### config.mk
export PLATFORM = sky130hd
export DESIGN_NAME = exe_stage_top
export DESIGN_NICKNAME = d
export VERILOG_FILES = /design/src/hw/exe_pkg.sv /design/src/hw/alu_path.sv /design/src/hw/branch_resolve.sv /design/src/hw/exe_commit.sv /design/src/hw/exe_input_reg.sv /design/src/hw/exe_stage_top.sv
export VERILOG_INCLUDE_DIRS = /design/src /design/src/hw
export SDC_FILE = /design/constraint.sdc
export NUM_CORES = 2
export LEC_CHECK = 0
export ABC_AREA = 1
export BUFFER_PORTS_ARGS = -buffer_cell sky130_fd_sc_hd__clkbuf_2
export CAP_MARGIN = 5
export CORE_ASPECT_RATIO = 1.25
export CORE_MARGIN = 2
export CORE_UTILIZATION = 50
export CTS_CLUSTER_DIAMETER = 150
export DETAILED_ROUTE_END_ITERATION = 16
export HOLD_SLACK_MARGIN = 0.12
export PLACE_DENSITY = 0.73
export SETUP_SLACK_MARGIN = 0.1
export SLEW_MARGIN = 30
export SYNTH_ARGS = -nofsm -noshare
export SYNTH_HDL_FRONTEND = slang
export SYNTH_SLANG_ARGS = --single-unit
### constraint.sdc
create_clock -name clk -period 7.8 [get_ports clk]
set_clock_uncertainty 0.1 [all_clocks]
set_input_delay 0.39 -clock clk [delete_from_list [all_inputs] [get_ports clk]]
set_output_delay 0.39 -clock clk [all_outputs]
set_load 0.05 [all_outputs]
### src/hw/exe_defs.svh
// ********************
// execute stage widths, register indices and exception cause codes
// ********************
`ifndef EXE_DEFS_SVH
`define EXE_DEFS_SVH

// data and address width
`define EXE_XLEN 32

// register written by jal, jalr and the linking conditional branches
`define EXE_LINK_REG 5'd31

// shift-amount field inside the instruction word
`define EXE_SHAMT_LSB 6
`define EXE_SHAMT_MSB 10

// exception cause codes, 3 bits wide
// none means no exception in this stage
`define EXE_CAUSE_NONE 3'd0
// signed add/sub overflow
`define EXE_CAUSE_OVF 3'd1

`endif

### src/hw/exe_pkg.sv
// ********************
// execute stage types: instruction views, enums and stage records
// ********************
`include "exe_defs.svh"

package exe_pkg;

    // basic scalars
    typedef logic [`EXE_XLEN-1:0] word_t;
    typedef logic [4:0] reg_idx_t;

    // alu operation selected by decode
    typedef enum logic [3:0] {
        ALU_ADD = 4'd0,
        ALU_SUB = 4'd1,
        ALU_AND = 4'd2,
        ALU_OR  = 4'd3,
        ALU_XOR = 4'd4,
        ALU_NOR = 4'd5,
        ALU_SLL = 4'd6,
        ALU_SRL = 4'd7,
        ALU_SRA = 4'd8,
        ALU_LUI = 4'd9
    } alu_func_e;

    // branch kind, replaces the one-hot branch flags of the decoder
    // codes 14 and 15 are unused
    typedef enum logic [3:0] {
        BR_NONE   = 4'd0,
        BR_J      = 4'd1,
        BR_JAL    = 4'd2,
        BR_JR     = 4'd3,
        BR_JALR   = 4'd4,
        BR_ERET   = 4'd5,
        BR_BGEZ   = 4'd6,
        BR_BGEZAL = 4'd7,
        BR_BLTZ   = 4'd8,
        BR_BLTZAL = 4'd9,
        BR_BLEZ   = 4'd10,
        BR_BGTZ   = 4'd11,
        BR_BEQ    = 4'd12,
        BR_BNE    = 4'd13
    } br_kind_e;

    // jump format view
    typedef struct packed {
        logic [5:0]  opcode;
        logic [25:0] index;
    } j_fmt_s;

    // register format view, shamt sits at bits 10..6
    typedef struct packed {
        logic [5:0] opcode;
        reg_idx_t   rs;
        reg_idx_t   rt;
        reg_idx_t   rd;
        logic [`EXE_SHAMT_MSB-`EXE_SHAMT_LSB:0] shamt;
        logic [5:0] funct;
    } r_fmt_s;

    // one instruction word, decoded either way
    typedef union packed {
        j_fmt_s j_fmt;
        r_fmt_s r_fmt;
    } instr_u;

    // decoded instruction entering exe
    typedef struct packed {
        logic      canceled;
        word_t     pc;
        instr_u    ins;
        word_t     da;
        word_t     db;
        word_t     imm;
        reg_idx_t  target_reg;
        logic      reg_write;
        logic      mem_to_reg;
        logic      mem_req;
        logic      mem_write;
        logic      alu_imm;
        logic      shift_imm;
        logic      link;
        logic      slt;
        logic      slt_sign;
        logic      trap_ovf;
        alu_func_e alu_func;
        br_kind_e  br_kind;
        word_t     epc;
        // taken target
        word_t     bpc;
        // fall-through target
        word_t     no_br_pc;
        // address fetched right after this instruction
        word_t     predicted_pc;
    } id_exe_s;

    // alu path results
    typedef struct packed {
        word_t    result;
        reg_idx_t target_reg;
        logic     overflow;
    } alu_out_s;

    // branch resolver results
    typedef struct packed {
        logic  is_branch;
        word_t br_target;
        logic  miss;
    } br_out_s;

    // exe/mem pipeline register contents
    typedef struct packed {
        logic     canceled;
        word_t    pc;
        word_t    alu_out;
        word_t    db;
        reg_idx_t target_reg;
        logic     reg_write;
        logic     mem_to_reg;
        logic     mem_req;
        logic     mem_write;
    } exe_mem_s;

endpackage

### src/hw/alu_path.sv
// ********************
// exe alu path: operand select, alu, slt, link result, overflow
// ********************
`timescale 1ns/100ps
`include "exe_defs.svh"

module alu_path (
    input  exe_pkg::id_exe_s  i_ex,
    output exe_pkg::alu_out_s o_alu
);

    localparam int MSB  = `EXE_XLEN - 1;
    localparam int SH_W = $clog2(`EXE_XLEN);

    exe_pkg::word_t op_a;
    exe_pkg::word_t op_b;
    exe_pkg::word_t sum;
    exe_pkg::word_t diff;
    exe_pkg::word_t alu_res;
    logic [SH_W-1:0] sh_amt;
    logic add_ovf;
    logic sub_ovf;
    logic alu_ovf;
    logic lt_s;
    logic lt_u;

    // operand a: immediate shift amount or rs
    assign op_a = i_ex.shift_imm ? exe_pkg::word_t'(i_ex.ins.r_fmt.shamt) : i_ex.da;
    // operand b: immediate or rt
    assign op_b = i_ex.alu_imm ? i_ex.imm : i_ex.db;

    // shifts use the low bits of a on b
    assign sh_amt = op_a[SH_W-1:0];

    assign sum  = op_a + op_b;
    assign diff = op_a - op_b;

    // signed overflow from sign bits
    // add: same-sign operands giving a result of the other sign
    assign add_ovf = (op_a[MSB] == op_b[MSB]) && (sum[MSB] != op_a[MSB]);
    // sub: differing signs, result sign flips away from a
    assign sub_ovf = (op_a[MSB] != op_b[MSB]) && (diff[MSB] != op_a[MSB]);

    // set-less-than compares, both flavours always computed
    assign lt_s = $signed(op_a) < $signed(op_b);
    assign lt_u = op_a < op_b;

    // alu proper
    always_comb begin
        alu_res = sum;
        alu_ovf = 1'b0;
        case (i_ex.alu_func)
            exe_pkg::ALU_ADD: begin
                alu_res = sum;
                alu_ovf = add_ovf;
            end
            exe_pkg::ALU_SUB: begin
                alu_res = diff;
                alu_ovf = sub_ovf;
            end
            exe_pkg::ALU_AND: alu_res = op_a & op_b;
            exe_pkg::ALU_OR:  alu_res = op_a | op_b;
            exe_pkg::ALU_XOR: alu_res = op_a ^ op_b;
            exe_pkg::ALU_NOR: alu_res = ~(op_a | op_b);
            exe_pkg::ALU_SLL: alu_res = op_b << sh_amt;
            exe_pkg::ALU_SRL: alu_res = op_b >> sh_amt;
            // arithmetic shift keeps the sign of b
            exe_pkg::ALU_SRA: alu_res = exe_pkg::word_t'($signed(op_b) >>> sh_amt);
            // load upper immediate
            exe_pkg::ALU_LUI: alu_res = op_b << 16;
            default: begin
                alu_res = sum;
                alu_ovf = 1'b0;
            end
        endcase
    end

    // output mux, link wins over slt, slt over the alu
    always_comb begin
        if (i_ex.link) begin
            // return address, no delay slot
            o_alu.result = i_ex.pc + exe_pkg::word_t'(4);
        end else if (i_ex.slt) begin
            o_alu.result = exe_pkg::word_t'(i_ex.slt_sign ? lt_s : lt_u);
        end else begin
            o_alu.result = alu_res;
        end
    end

    // jump-and-link always writes the link register
    assign o_alu.target_reg = i_ex.link ? `EXE_LINK_REG : i_ex.target_reg;

    // only add and sub can overflow
    assign o_alu.overflow = alu_ovf;

endmodule

### src/hw/branch_resolve.sv
// ********************
// branch condition, target select and mispredict compare
// ********************
`timescale 1ns/100ps

module branch_resolve (
    input  exe_pkg::id_exe_s i_ex,
    output exe_pkg::br_out_s o_br
);

    exe_pkg::word_t jpc;
    exe_pkg::word_t target;
    logic rs_zero;
    logic rs_neg;
    logic rs_rt_eq;
    logic taken;

    // j/jal target, upper bits come from the branch's own pc
    assign jpc = {i_ex.pc[31:28], i_ex.ins.j_fmt.index, 2'b00};

    // condition flags on rs (and rt for beq/bne)
    assign rs_zero  = (i_ex.da == '0);
    assign rs_neg   = i_ex.da[31];
    assign rs_rt_eq = (i_ex.da == i_ex.db);

    always_comb begin
        // decode must only hand over defined branch kinds
        assert (i_ex.br_kind <= exe_pkg::BR_BNE || $isunknown(i_ex.br_kind))
            else $error("branch_resolve: illegal br_kind %0d", i_ex.br_kind);

        taken  = 1'b0;
        target = i_ex.no_br_pc;
        case (i_ex.br_kind)
            exe_pkg::BR_J, exe_pkg::BR_JAL: begin
                target = jpc;
            end
            exe_pkg::BR_JR, exe_pkg::BR_JALR: begin
                // register jump
                target = i_ex.da;
            end
            exe_pkg::BR_ERET: begin
                target = i_ex.epc;
            end
            exe_pkg::BR_BGEZ, exe_pkg::BR_BGEZAL: taken = !rs_neg;
            exe_pkg::BR_BLTZ, exe_pkg::BR_BLTZAL: taken = rs_neg;
            exe_pkg::BR_BLEZ: taken = rs_neg || rs_zero;
            exe_pkg::BR_BGTZ: taken = !rs_neg && !rs_zero;
            exe_pkg::BR_BEQ:  taken = rs_rt_eq;
            exe_pkg::BR_BNE:  taken = !rs_rt_eq;
            default: begin
                // not a branch, fall through
                taken  = 1'b0;
                target = i_ex.no_br_pc;
            end
        endcase

        // conditional branch that holds goes to bpc
        if (taken) begin
            target = i_ex.bpc;
        end
    end

    assign o_br.is_branch = (i_ex.br_kind != exe_pkg::BR_NONE);
    assign o_br.br_target = target;
    // fetch went somewhere other than where the branch resolved
    assign o_br.miss = o_br.is_branch && (i_ex.predicted_pc != target);

endmodule

### src/hw/exe_commit.sv
// ********************
// exe/mem register with cancel, overflow exception and mispredict
// ********************
`timescale 1ns/100ps
`include "exe_defs.svh"

module exe_commit (
    input  logic              clk,
    input  logic              i_rst_n,
    input  logic              i_stall,
    input  logic              i_flush,
    input  exe_pkg::id_exe_s  i_ex,
    input  exe_pkg::alu_out_s i_alu,
    input  exe_pkg::br_out_s  i_br,
    output exe_pkg::exe_mem_s o_mem,
    output logic              o_exc,
    output logic [2:0]        o_cause,
    output logic              o_bp_miss,
    output exe_pkg::word_t    o_br_target
);

    exe_pkg::exe_mem_s mem_d;
    logic cancel_now;
    logic exc_now;
    logic miss_now;

    // canceled upstream or flushed while sitting in exe
    assign cancel_now = i_ex.canceled || i_flush;

    // overflow traps only when the instruction asks for it
    assign exc_now  = !cancel_now && i_ex.trap_ovf && i_alu.overflow;
    // a dead instruction never redirects fetch
    assign miss_now = !cancel_now && i_br.miss;

    // next exe/mem record
    always_comb begin
        mem_d            = '0;
        mem_d.canceled   = cancel_now;
        mem_d.pc         = i_ex.pc;
        mem_d.alu_out    = i_alu.result;
        // store data
        mem_d.db         = i_ex.db;
        mem_d.target_reg = i_alu.target_reg;
        mem_d.reg_write  = i_ex.reg_write;
        mem_d.mem_to_reg = i_ex.mem_to_reg;
        mem_d.mem_req    = i_ex.mem_req;
        mem_d.mem_write  = i_ex.mem_write;
    end

    always_ff @(posedge clk) begin
        if (!i_rst_n) begin
            o_mem       <= '0;
            o_exc       <= 1'b0;
            o_cause     <= `EXE_CAUSE_NONE;
            o_bp_miss   <= 1'b0;
            o_br_target <= '0;
        end else if (!i_stall) begin
            o_mem       <= mem_d;
            o_exc       <= exc_now;
            o_cause     <= exc_now ? `EXE_CAUSE_OVF : `EXE_CAUSE_NONE;
            o_bp_miss   <= miss_now;
            o_br_target <= i_br.br_target;
        end
    end

    // exception must never come from a canceled slot
    a_exc_live : assert property (@(posedge clk) disable iff (!i_rst_n)
        o_exc |-> !o_mem.canceled)
        else $error("exe_commit: exception raised on a canceled record");

    // cause and flag travel together
    a_cause_match : assert property (@(posedge clk) disable iff (!i_rst_n)
        (o_cause != `EXE_CAUSE_NONE) == o_exc)
        else $error("exe_commit: o_cause %0d disagrees with o_exc", o_cause);

endmodule

### src/hw/exe_input_reg.sv
// ********************
// id/exe pipeline register, holds while stalled
// ********************
`timescale 1ns/100ps

module exe_input_reg (
    input  logic             clk,
    input  logic             i_rst_n,
    input  logic             i_stall,
    input  exe_pkg::id_exe_s i_id,
    output exe_pkg::id_exe_s o_ex
);

    // whole decoded record moves in one step
    // reset clears every control bit, so a bubble leaves the stage idle
    always_ff @(posedge clk) begin
        if (!i_rst_n) begin
            o_ex <= '0;
        end else if (!i_stall) begin
            o_ex <= i_id;
        end
    end

    // stall must freeze the instruction in exe for the whole cycle
    // otherwise the commit register would capture a different record
    // than the one it held back
    property p_stall_hold;
        @(posedge clk) disable iff (!i_rst_n)
            i_stall |=> $stable(o_ex);
    endproperty

    a_stall_hold : assert property (p_stall_hold)
        else $error("exe_input_reg: o_ex changed across a stalled edge");

endmodule

### src/hw/exe_stage_top.sv
// ********************
// execute stage top: id/exe register, alu and branch units, exe/mem register
// ********************
`timescale 1ns/100ps

module exe_stage_top (
    input  logic              clk,
    input  logic              i_rst_n,
    input  logic              i_stall,
    input  logic              i_flush,
    input  exe_pkg::id_exe_s  i_id,
    output exe_pkg::exe_mem_s o_mem,
    output logic              o_exc,
    output logic [2:0]        o_cause,
    output logic              o_bp_miss,
    output exe_pkg::word_t    o_br_target
);

    // instruction currently in exe
    exe_pkg::id_exe_s  ex;
    exe_pkg::alu_out_s alu;
    exe_pkg::br_out_s  br;

    exe_input_reg exe_input_reg_i (
        .clk     (clk),
        .i_rst_n (i_rst_n),
        .i_stall (i_stall),
        .i_id    (i_id),
        .o_ex    (ex)
    );

    // alu path and branch resolver run side by side on the same record
    alu_path alu_path_i (
        .i_ex  (ex),
        .o_alu (alu)
    );

    branch_resolve branch_resolve_i (
        .i_ex (ex),
        .o_br (br)
    );

    exe_commit exe_commit_i (
        .clk         (clk),
        .i_rst_n     (i_rst_n),
        .i_stall     (i_stall),
        .i_flush     (i_flush),
        .i_ex        (ex),
        .i_alu       (alu),
        .i_br        (br),
        .o_mem       (o_mem),
        .o_exc       (o_exc),
        .o_cause     (o_cause),
        .o_bp_miss   (o_bp_miss),
        .o_br_target (o_br_target)
    );

endmodule

# [Word level (Yosys, flattened, before mapping)]
# Cells that the tools add are included.
[word_totals] regBits=449
[op_classes] muxes=12 reduce_logical=20 eq_ne=28 n_shift=3 bitwise_logic=4 order_cmp=2 n_addsub=3
[ops] operator="$pmux W32 S9" count=1
[ops] operator="$mux W32" count=5
[ops] operator="$pmux W32 S3" count=1
[ops] operator="$lt A32 B32 Y1" count=2
[ops] operator="$add A32 B3 Y32 const B" count=1
[ops] operator="$add A32 B32 Y32" count=1
[ops] operator="$and A32 B32 Y32" count=1
[ops] operator="$eq A32 B32 Y1" count=1
[ops] operator="$eq A4 B3 Y1 const B" count=8
[ops] operator="$eq A4 B4 Y1 const B" count=8
[ops] operator="$logic_not A32 Y1" count=1
[ops] operator="$ne A32 B32 Y1" count=1
[ops] operator="$not A32 Y32" count=1
[ops] operator="$or A32 B32 Y32" count=1
[ops] operator="$shl A32 B5 Y32" count=1
[ops] operator="$shr A32 B5 Y32" count=1
[ops] operator="$sshr A32 B5 Y32" count=1
[ops] operator="$sub A32 B32 Y32" count=1
[ops] operator="$xor A32 B32 Y32" count=1
[ops] operator="$eq A4 B2 Y1 const B" count=4
[ops] operator="$eq A4 B1 Y1 const B" count=2
[ops] operator="$reduce_or A2 Y1" count=4
[ops] operator="$logic_and A1 B1 Y1" count=7
[ops] operator="$pmux W1 S6" count=1
[ops] operator="9 further kinds" count=16

# [Logic depth before layout (Yosys ltp)]
[logic_depth] word_depth=8 depth_mapped=28

# [Modules after synthesis]
# A second synthesis with hierarchy kept.
[hier_totals] hier_cells=5664 hier_area_um2=32298.5
[by_module_without_submodules] module="exe_input_reg" seq_area_each_um2=6246.0 cells_each=1976 n_inst=1 area_per_inst_um2=12643.4
[by_module_without_submodules] module="alu_path" seq_area_each_um2=0.0 cells_each=2441 n_inst=1 area_per_inst_um2=11880.1
[by_module_without_submodules] module="exe_commit" seq_area_each_um2=2802.7 cells_each=613 n_inst=1 area_per_inst_um2=4874.7
[by_module_without_submodules] module="branch_resolve" seq_area_each_um2=0.0 cells_each=634 n_inst=1 area_per_inst_um2=2900.3

# [Least setup slack after synthesis]
# Ideal clock, no wire load.
[synth_timing] path_kind="flip-flop to flip-flop" from="reg exe_input_reg_i.o_ex[140] (netlist bit)" to="reg exe_commit_i.o_exc" path_stages_with_launch=29 n_path_buf=6 setup_time_ns=0.118 t_arrival_ns=3.173 period_less_slack_ns=3.391 required_ns=7.582 path_slack_ns=4.409 cell_sequence="dfxtp_1 buf_6 inv_2 buf_6 or2_1 o21ai_2 buf_6 buf_6 buf_2 ha_1 clkbuf_2 inv_1 nand3_1 nand2_1 nand2_1 a21oi_1 a21oi_1 inv_2 nand3_1 nand2_1 nand2_1 nand2_2 nand4_2 nand2_1 nand2_1 nand3_1 nand2_1 nand2_1 a21oi_1"
[synth_via] elab_chain_cells=6 elab_cells_between_ends=11
[synth_lines] element="start, declared" line="exe_input_reg.sv:11" rtl="output exe_pkg::id_exe_s o_ex"
[synth_lines] element="start signal, assigned" line="exe_input_reg.sv:20" rtl="o_ex <= i_id;"
[synth_lines] element="$mux W32 *" line="alu_path.sv:28" rtl="assign op_a = i_ex.shift_imm ? exe_pkg::word_t'(i_ex.ins.r_fmt.shamt) : i_ex.da;"
[synth_lines] element="$sub A32 B32 Y32 / $add A32 B32 Y32 (equally long branches)" line="alu_path.sv:36, alu_path.sv:35"
[synth_lines] element="$ne A1 B1 Y1, on equally long branches" line="alu_path.sv:42, alu_path.sv:40"
[synth_lines] element="$logic_and A1 B1 Y1, on equally long branches" line="alu_path.sv:42, alu_path.sv:40"
[synth_lines] element="$pmux W1 S2 *" line="alu_path.sv:52" rtl="case (i_ex.alu_func)"
[synth_lines] element="$logic_and A1 B1 Y1 *" line="exe_commit.sv:31" rtl="assign exc_now = !cancel_now && i_ex.trap_ovf && i_alu.overflow;"
[synth_lines] element="end signal, assigned" line="exe_commit.sv:59" rtl="o_exc <= exc_now;"
[synth_lines] element="end, declared" line="exe_commit.sv:16" rtl="output logic o_exc,"
# Mark *: on every way between the ends. The rest lies on a longest branch, timed or not.
# A chain may end at the register's enable or synchronous reset.

# [Final worst setup path]
[layout_timing] from="reg exe_input_reg_i.o_ex[141] (netlist bit)" to="reg exe_commit_i.o_mem[71] (netlist name)"
[layout_via] elab_chain_cells=6 elab_cells_between_ends=13
[layout_lines] element="$mux W32 *" line="alu_path.sv:30" rtl="assign op_b = i_ex.alu_imm ? i_ex.imm : i_ex.db;"
[layout_lines] element="parallel branches: the longest is 2 deep, another holds $add A32 B32 Y32"
[layout_lines] element="$pmux W32 S9 *" line="alu_path.sv:52"
[layout_lines] element="$mux W32 *" line="alu_path.sv:83" rtl="end else if (i_ex.slt) begin"
[layout_lines] element="$mux W32 *" line="alu_path.sv:80" rtl="if (i_ex.link) begin"
# Mark *: on every way between the ends.

==> results.txt <==
Worst Hold Launch: i_id[152]
FF-to-FF path depth: 16
Compound-Gate Fraction of Synth Area: 25.7%
min cycle time layout: 4760 ps
initial DRC count: 4,275
top post-synthesis cells by area: dfxtp_1 31%, nand2_1 11%, o21ai_0 11%
top cell type's share of synthesized area: 31.3%
worst path bufs/invs: 3
synth warn: 0
number of synthesized flops with an enable pin: 0
status: completed
unrepaired setup endpoints after global routing: false
CTS buffer count: 45
Rel. slew slack: 19.3%
Final Wtd Congestion: 1.06
Final setup viols: 0
WL/cell: 22.9 um
worst flop-to-flop path endpoint: exe_commit_i.o_mem[71]$_SDFFE_PN0N_
Worst Hold Depth: 3
first-pass GRT wire length: 199,000 um
sequential fraction of the synthesis area: 31.3%
Crit Path Class: reg -> reg
CP Data Arrival Time: 5160 ps
vias in the first global route: 33,100
CP Data Required Time: 8200 ps
crit path launch type: flop
CP endpoint kind: flop
final critical-path share of the clock period: 61.0%
largest net degree at the start of global routing: 227
post-synthesis async set-or-reset flop share: 0%
grt total ovfl: 0
Pre-Repair DR Iteration Count: 8
Routed Antenna Nets: 0
initial antenna violation count: 13
htree depth: 2
Fmax: 210 MHz
Die W: 218 um
number of synthesized register bits: 446
slowest stage delay, CP: 720 ps
Clock Sinks: 446
Most used DFF post-synth: dfxtp_1
count leader, synth: nand2_1
post-CTS sizing: 0
final non-filler cell total: 5,880
largest family of logic cells by synthesized area: simple AND/OR/NAND/NOR gates
hold crit path type: in -> reg
clock root cell: clkbuf_16
CTS clock-pin slew for the worst setup and hold paths: 70 ps
Mapped Cells: 4,526
Slew @ Worst Pin: 1200 ps
row count: 97
largest area contributor in the netlist: dfxtp_1
internal power: 4.37 mW
CTS tree: built
DIE HEIGHT: 271 um
XOR/XNOR Fraction of Synth Area: 1.07%
Initial Util: 50.8%
routed vias: 35,000
placed cells: 5,484
reg2reg start: exe_input_reg_i.o_ex[141]$_SDFFE_PN0N_
final hold viol count: 0
crit-path leading delay family: compound AO/OA/AOI/OAI gates
clock tree buffer depth: 3
fraction of layout cells with a size suffix above 1: 13.4%
IO buf count: 450
LEAKAGE: 16.0 nW
synthesized cell area: 0.0285 sq mm
Sw Ratio: 39.1%
die area: 0.0590 sq mm
Layout area overhead: 23.8%
Max FO, Critical Path: 47
Synth Area in Simple Gates: 27.7%
VDD IR max: 207 uV
Distinct cells, synth: 67
# DRC: 0
drt total wl: 135,000 um
crit path cell chain: inv_2 > or2_2 > o21ai_0 > inv_1 > ha_1 > fa_1 > a31oi_1 > o21ai_0 > a21oi_1 > inv_1 > nand3_1 > nand2_1 > xor2_1 > nand2_1 > nand3_1 > a21oi_1
Total GRT Usage: 44.2%
Net Switching: 2.81 mW
Synth top cells by count: 874 x nand2_1, 605 x o21ai_0, 595 x nor2_1
Min-Delay Endpoint: exe_input_reg_i.o_ex[152]$_SDFFE_PN0N_
max cap viols: 0
Flop pwr share: 35.9%
slowest CP cell: dfxtp_4
Core Area: 0.0562 sq mm
final net count: 5,484
fin. max-slew vios: 0
drt via density: 5.96
P per Cell Area: 203 mW/mm^2
Avg Inst Size Synth: 6.31 sq um
Skew-Pair Late Insertion Delay: 590 ps
Ports: 459
setup TNS: 0 ps
post-synthesis mux area share: 0.175%
DPL Wire Length: 98,100 um
Post-Synth Adder-Cell Area: 3.38%
Comb power frac: 33.7%
r2r setup slk: 3040 ps
clock share of power: 30.4%
## power by group through the flow
stage | clock, mW | sequential (mW) | combinational (mW)
3_3_place_gp | 0 | 2.61 | 2.19
4_1_cts | 2.18 | 2.57 | 2.33
3_5_place_dp | 0 | 2.62 | 2.19
6_report | 2.18 | 2.58 | 2.42
2_1_floorplan | 0 | 2.77 | 1.30
5_1_grt | 2.27 | 2.59 | 2.59
## through the flow
| step | setup WS [ps] | instance area, sq um | util [%] | power (mW) | hold slack [ps] |
|---|---|---|---|---|---|
| after floorplan | 4410 | 28500 | - | 4.07 | 330 |
| after global placement | 2940 | 30800 | 54.8 | 4.80 | 346 |
| after detailed placement | 2910 | 30800 | 54.8 | 4.81 | 351 |
| after CTS | 2860 | 35300 | 62.8 | 7.07 | 133 |
| after global routing | 2840 | 35300 | 62.9 | 7.44 | 159 |
| final | 3040 | 35300 | 62.9 | 7.18 | 167 |
## tightest hold or removal path: stages
cell      delay, ps
clkbuf_2         90
o21ai_0         180
nor2_1          140
## state kept, by name, summed over array words and instances (netlist names)
| register | count |
|---|---|
| exe_commit_i.o_exc | 1 |
| exe_input_reg_i.o_ex | 306 |
| exe_commit_i.o_bp_miss | 1 |
| exe_commit_i.o_mem | 106 |
| exe_commit_i.o_br_target | 32 |
## timing repair
item | in CTS | in global routing
hold endpoints to repair | 302 | 1
endpoints found under the setup margin | 0 | 0
setup buffers | 0 | 0
hold buffers | 302 | 1
## cell families (layout without fill, tap and decap cells)
| family | count (synthesis) | count (layout) |
|---|---|---|
| compound gates | 1331 | 1331 |
| xor+xnor | 35 | 35 |
| fa+ha+maj | 76 | 76 |
| buf+inv | 739 | 1334 |
| flops | 446 | 446 |
| mux | 5 | 5 |
| other cells | 1 | 18 |
| simple gates | 1893 | 1893 |
## cell usage in the layout, fill, tap and decap left out, types with 12 or more instances in the layout
cell | Yosys | final
nand2_1 | 874 | 874
nand3b_1 | 24 | 24
a211oi_1 | 12 | 12
nand2_2 | 30 | 30
clkbuf_2 | 1 | 448
dfxtp_1 | 446 | 445
xnor2_1 | 25 | 25
a21oi_1 | 399 | 399
buf_4 | 13 | 37
nor2_1 | 595 | 592
nor3_1 | 31 | 31
inv_2 | 25 | 25
ha_1 | 74 | 74
a31oi_1 | 29 | 29
nand3_1 | 226 | 225
dlygate4sd3_1 | 0 | 303
o21ai_2 | 34 | 34
o21ai_0 | 605 | 604
o211ai_1 | 52 | 52
o22ai_1 | 29 | 29
o2111ai_1 | 14 | 14
diode_2 | 0 | 16
clkbuf_16 | 0 | 46
nand4_1 | 71 | 71
o21ai_1 | 91 | 90
inv_1 | 433 | 433
## per-layer routing
layer,vias to the layer above,wire length [um],track usage [%]
met4,0,13600,37.5
met2,2061,60700,71.0
li1,16200,-,-
met5,-,0,0
met3,590,11900,8.20
met1,16200,48700,50.8
## area by class of cell
class	count	area, sq um
fillers	5140	20900
clock buffers	63	1270
flip-flops and latches	446	8930
well taps	742	928
diodes	16	40.0
inverters	464	1750
multi-input cells	3342	16600
repair buffers	793	5630
clock inverters	14	160
## worst max-delay path by stage
stage	startpoint	endpoint	cells past startpoint
2_1_floorplan	exe_input_reg_i.o_ex[140]$_SDFFE_PN0N_	exe_commit_i.o_exc$_SDFFE_PN0N_	28
5_1_grt	exe_input_reg_i.o_ex[141]$_SDFFE_PN0N_	exe_commit_i.o_mem[71]$_SDFFE_PN0N_	16
3_3_place_gp	exe_input_reg_i.o_ex[141]$_SDFFE_PN0N_	exe_commit_i.o_mem[70]$_SDFFE_PN0N_	21
3_5_place_dp	exe_input_reg_i.o_ex[141]$_SDFFE_PN0N_	exe_commit_i.o_mem[71]$_SDFFE_PN0N_	16
4_1_cts	exe_input_reg_i.o_ex[141]$_SDFFE_PN0N_	exe_commit_i.o_mem[71]$_SDFFE_PN0N_	16
6_report	exe_input_reg_i.o_ex[141]$_SDFFE_PN0N_	exe_commit_i.o_mem[71]$_SDFFE_PN0N_	16
Note: power is estimated with default switching activity, not from simulation.
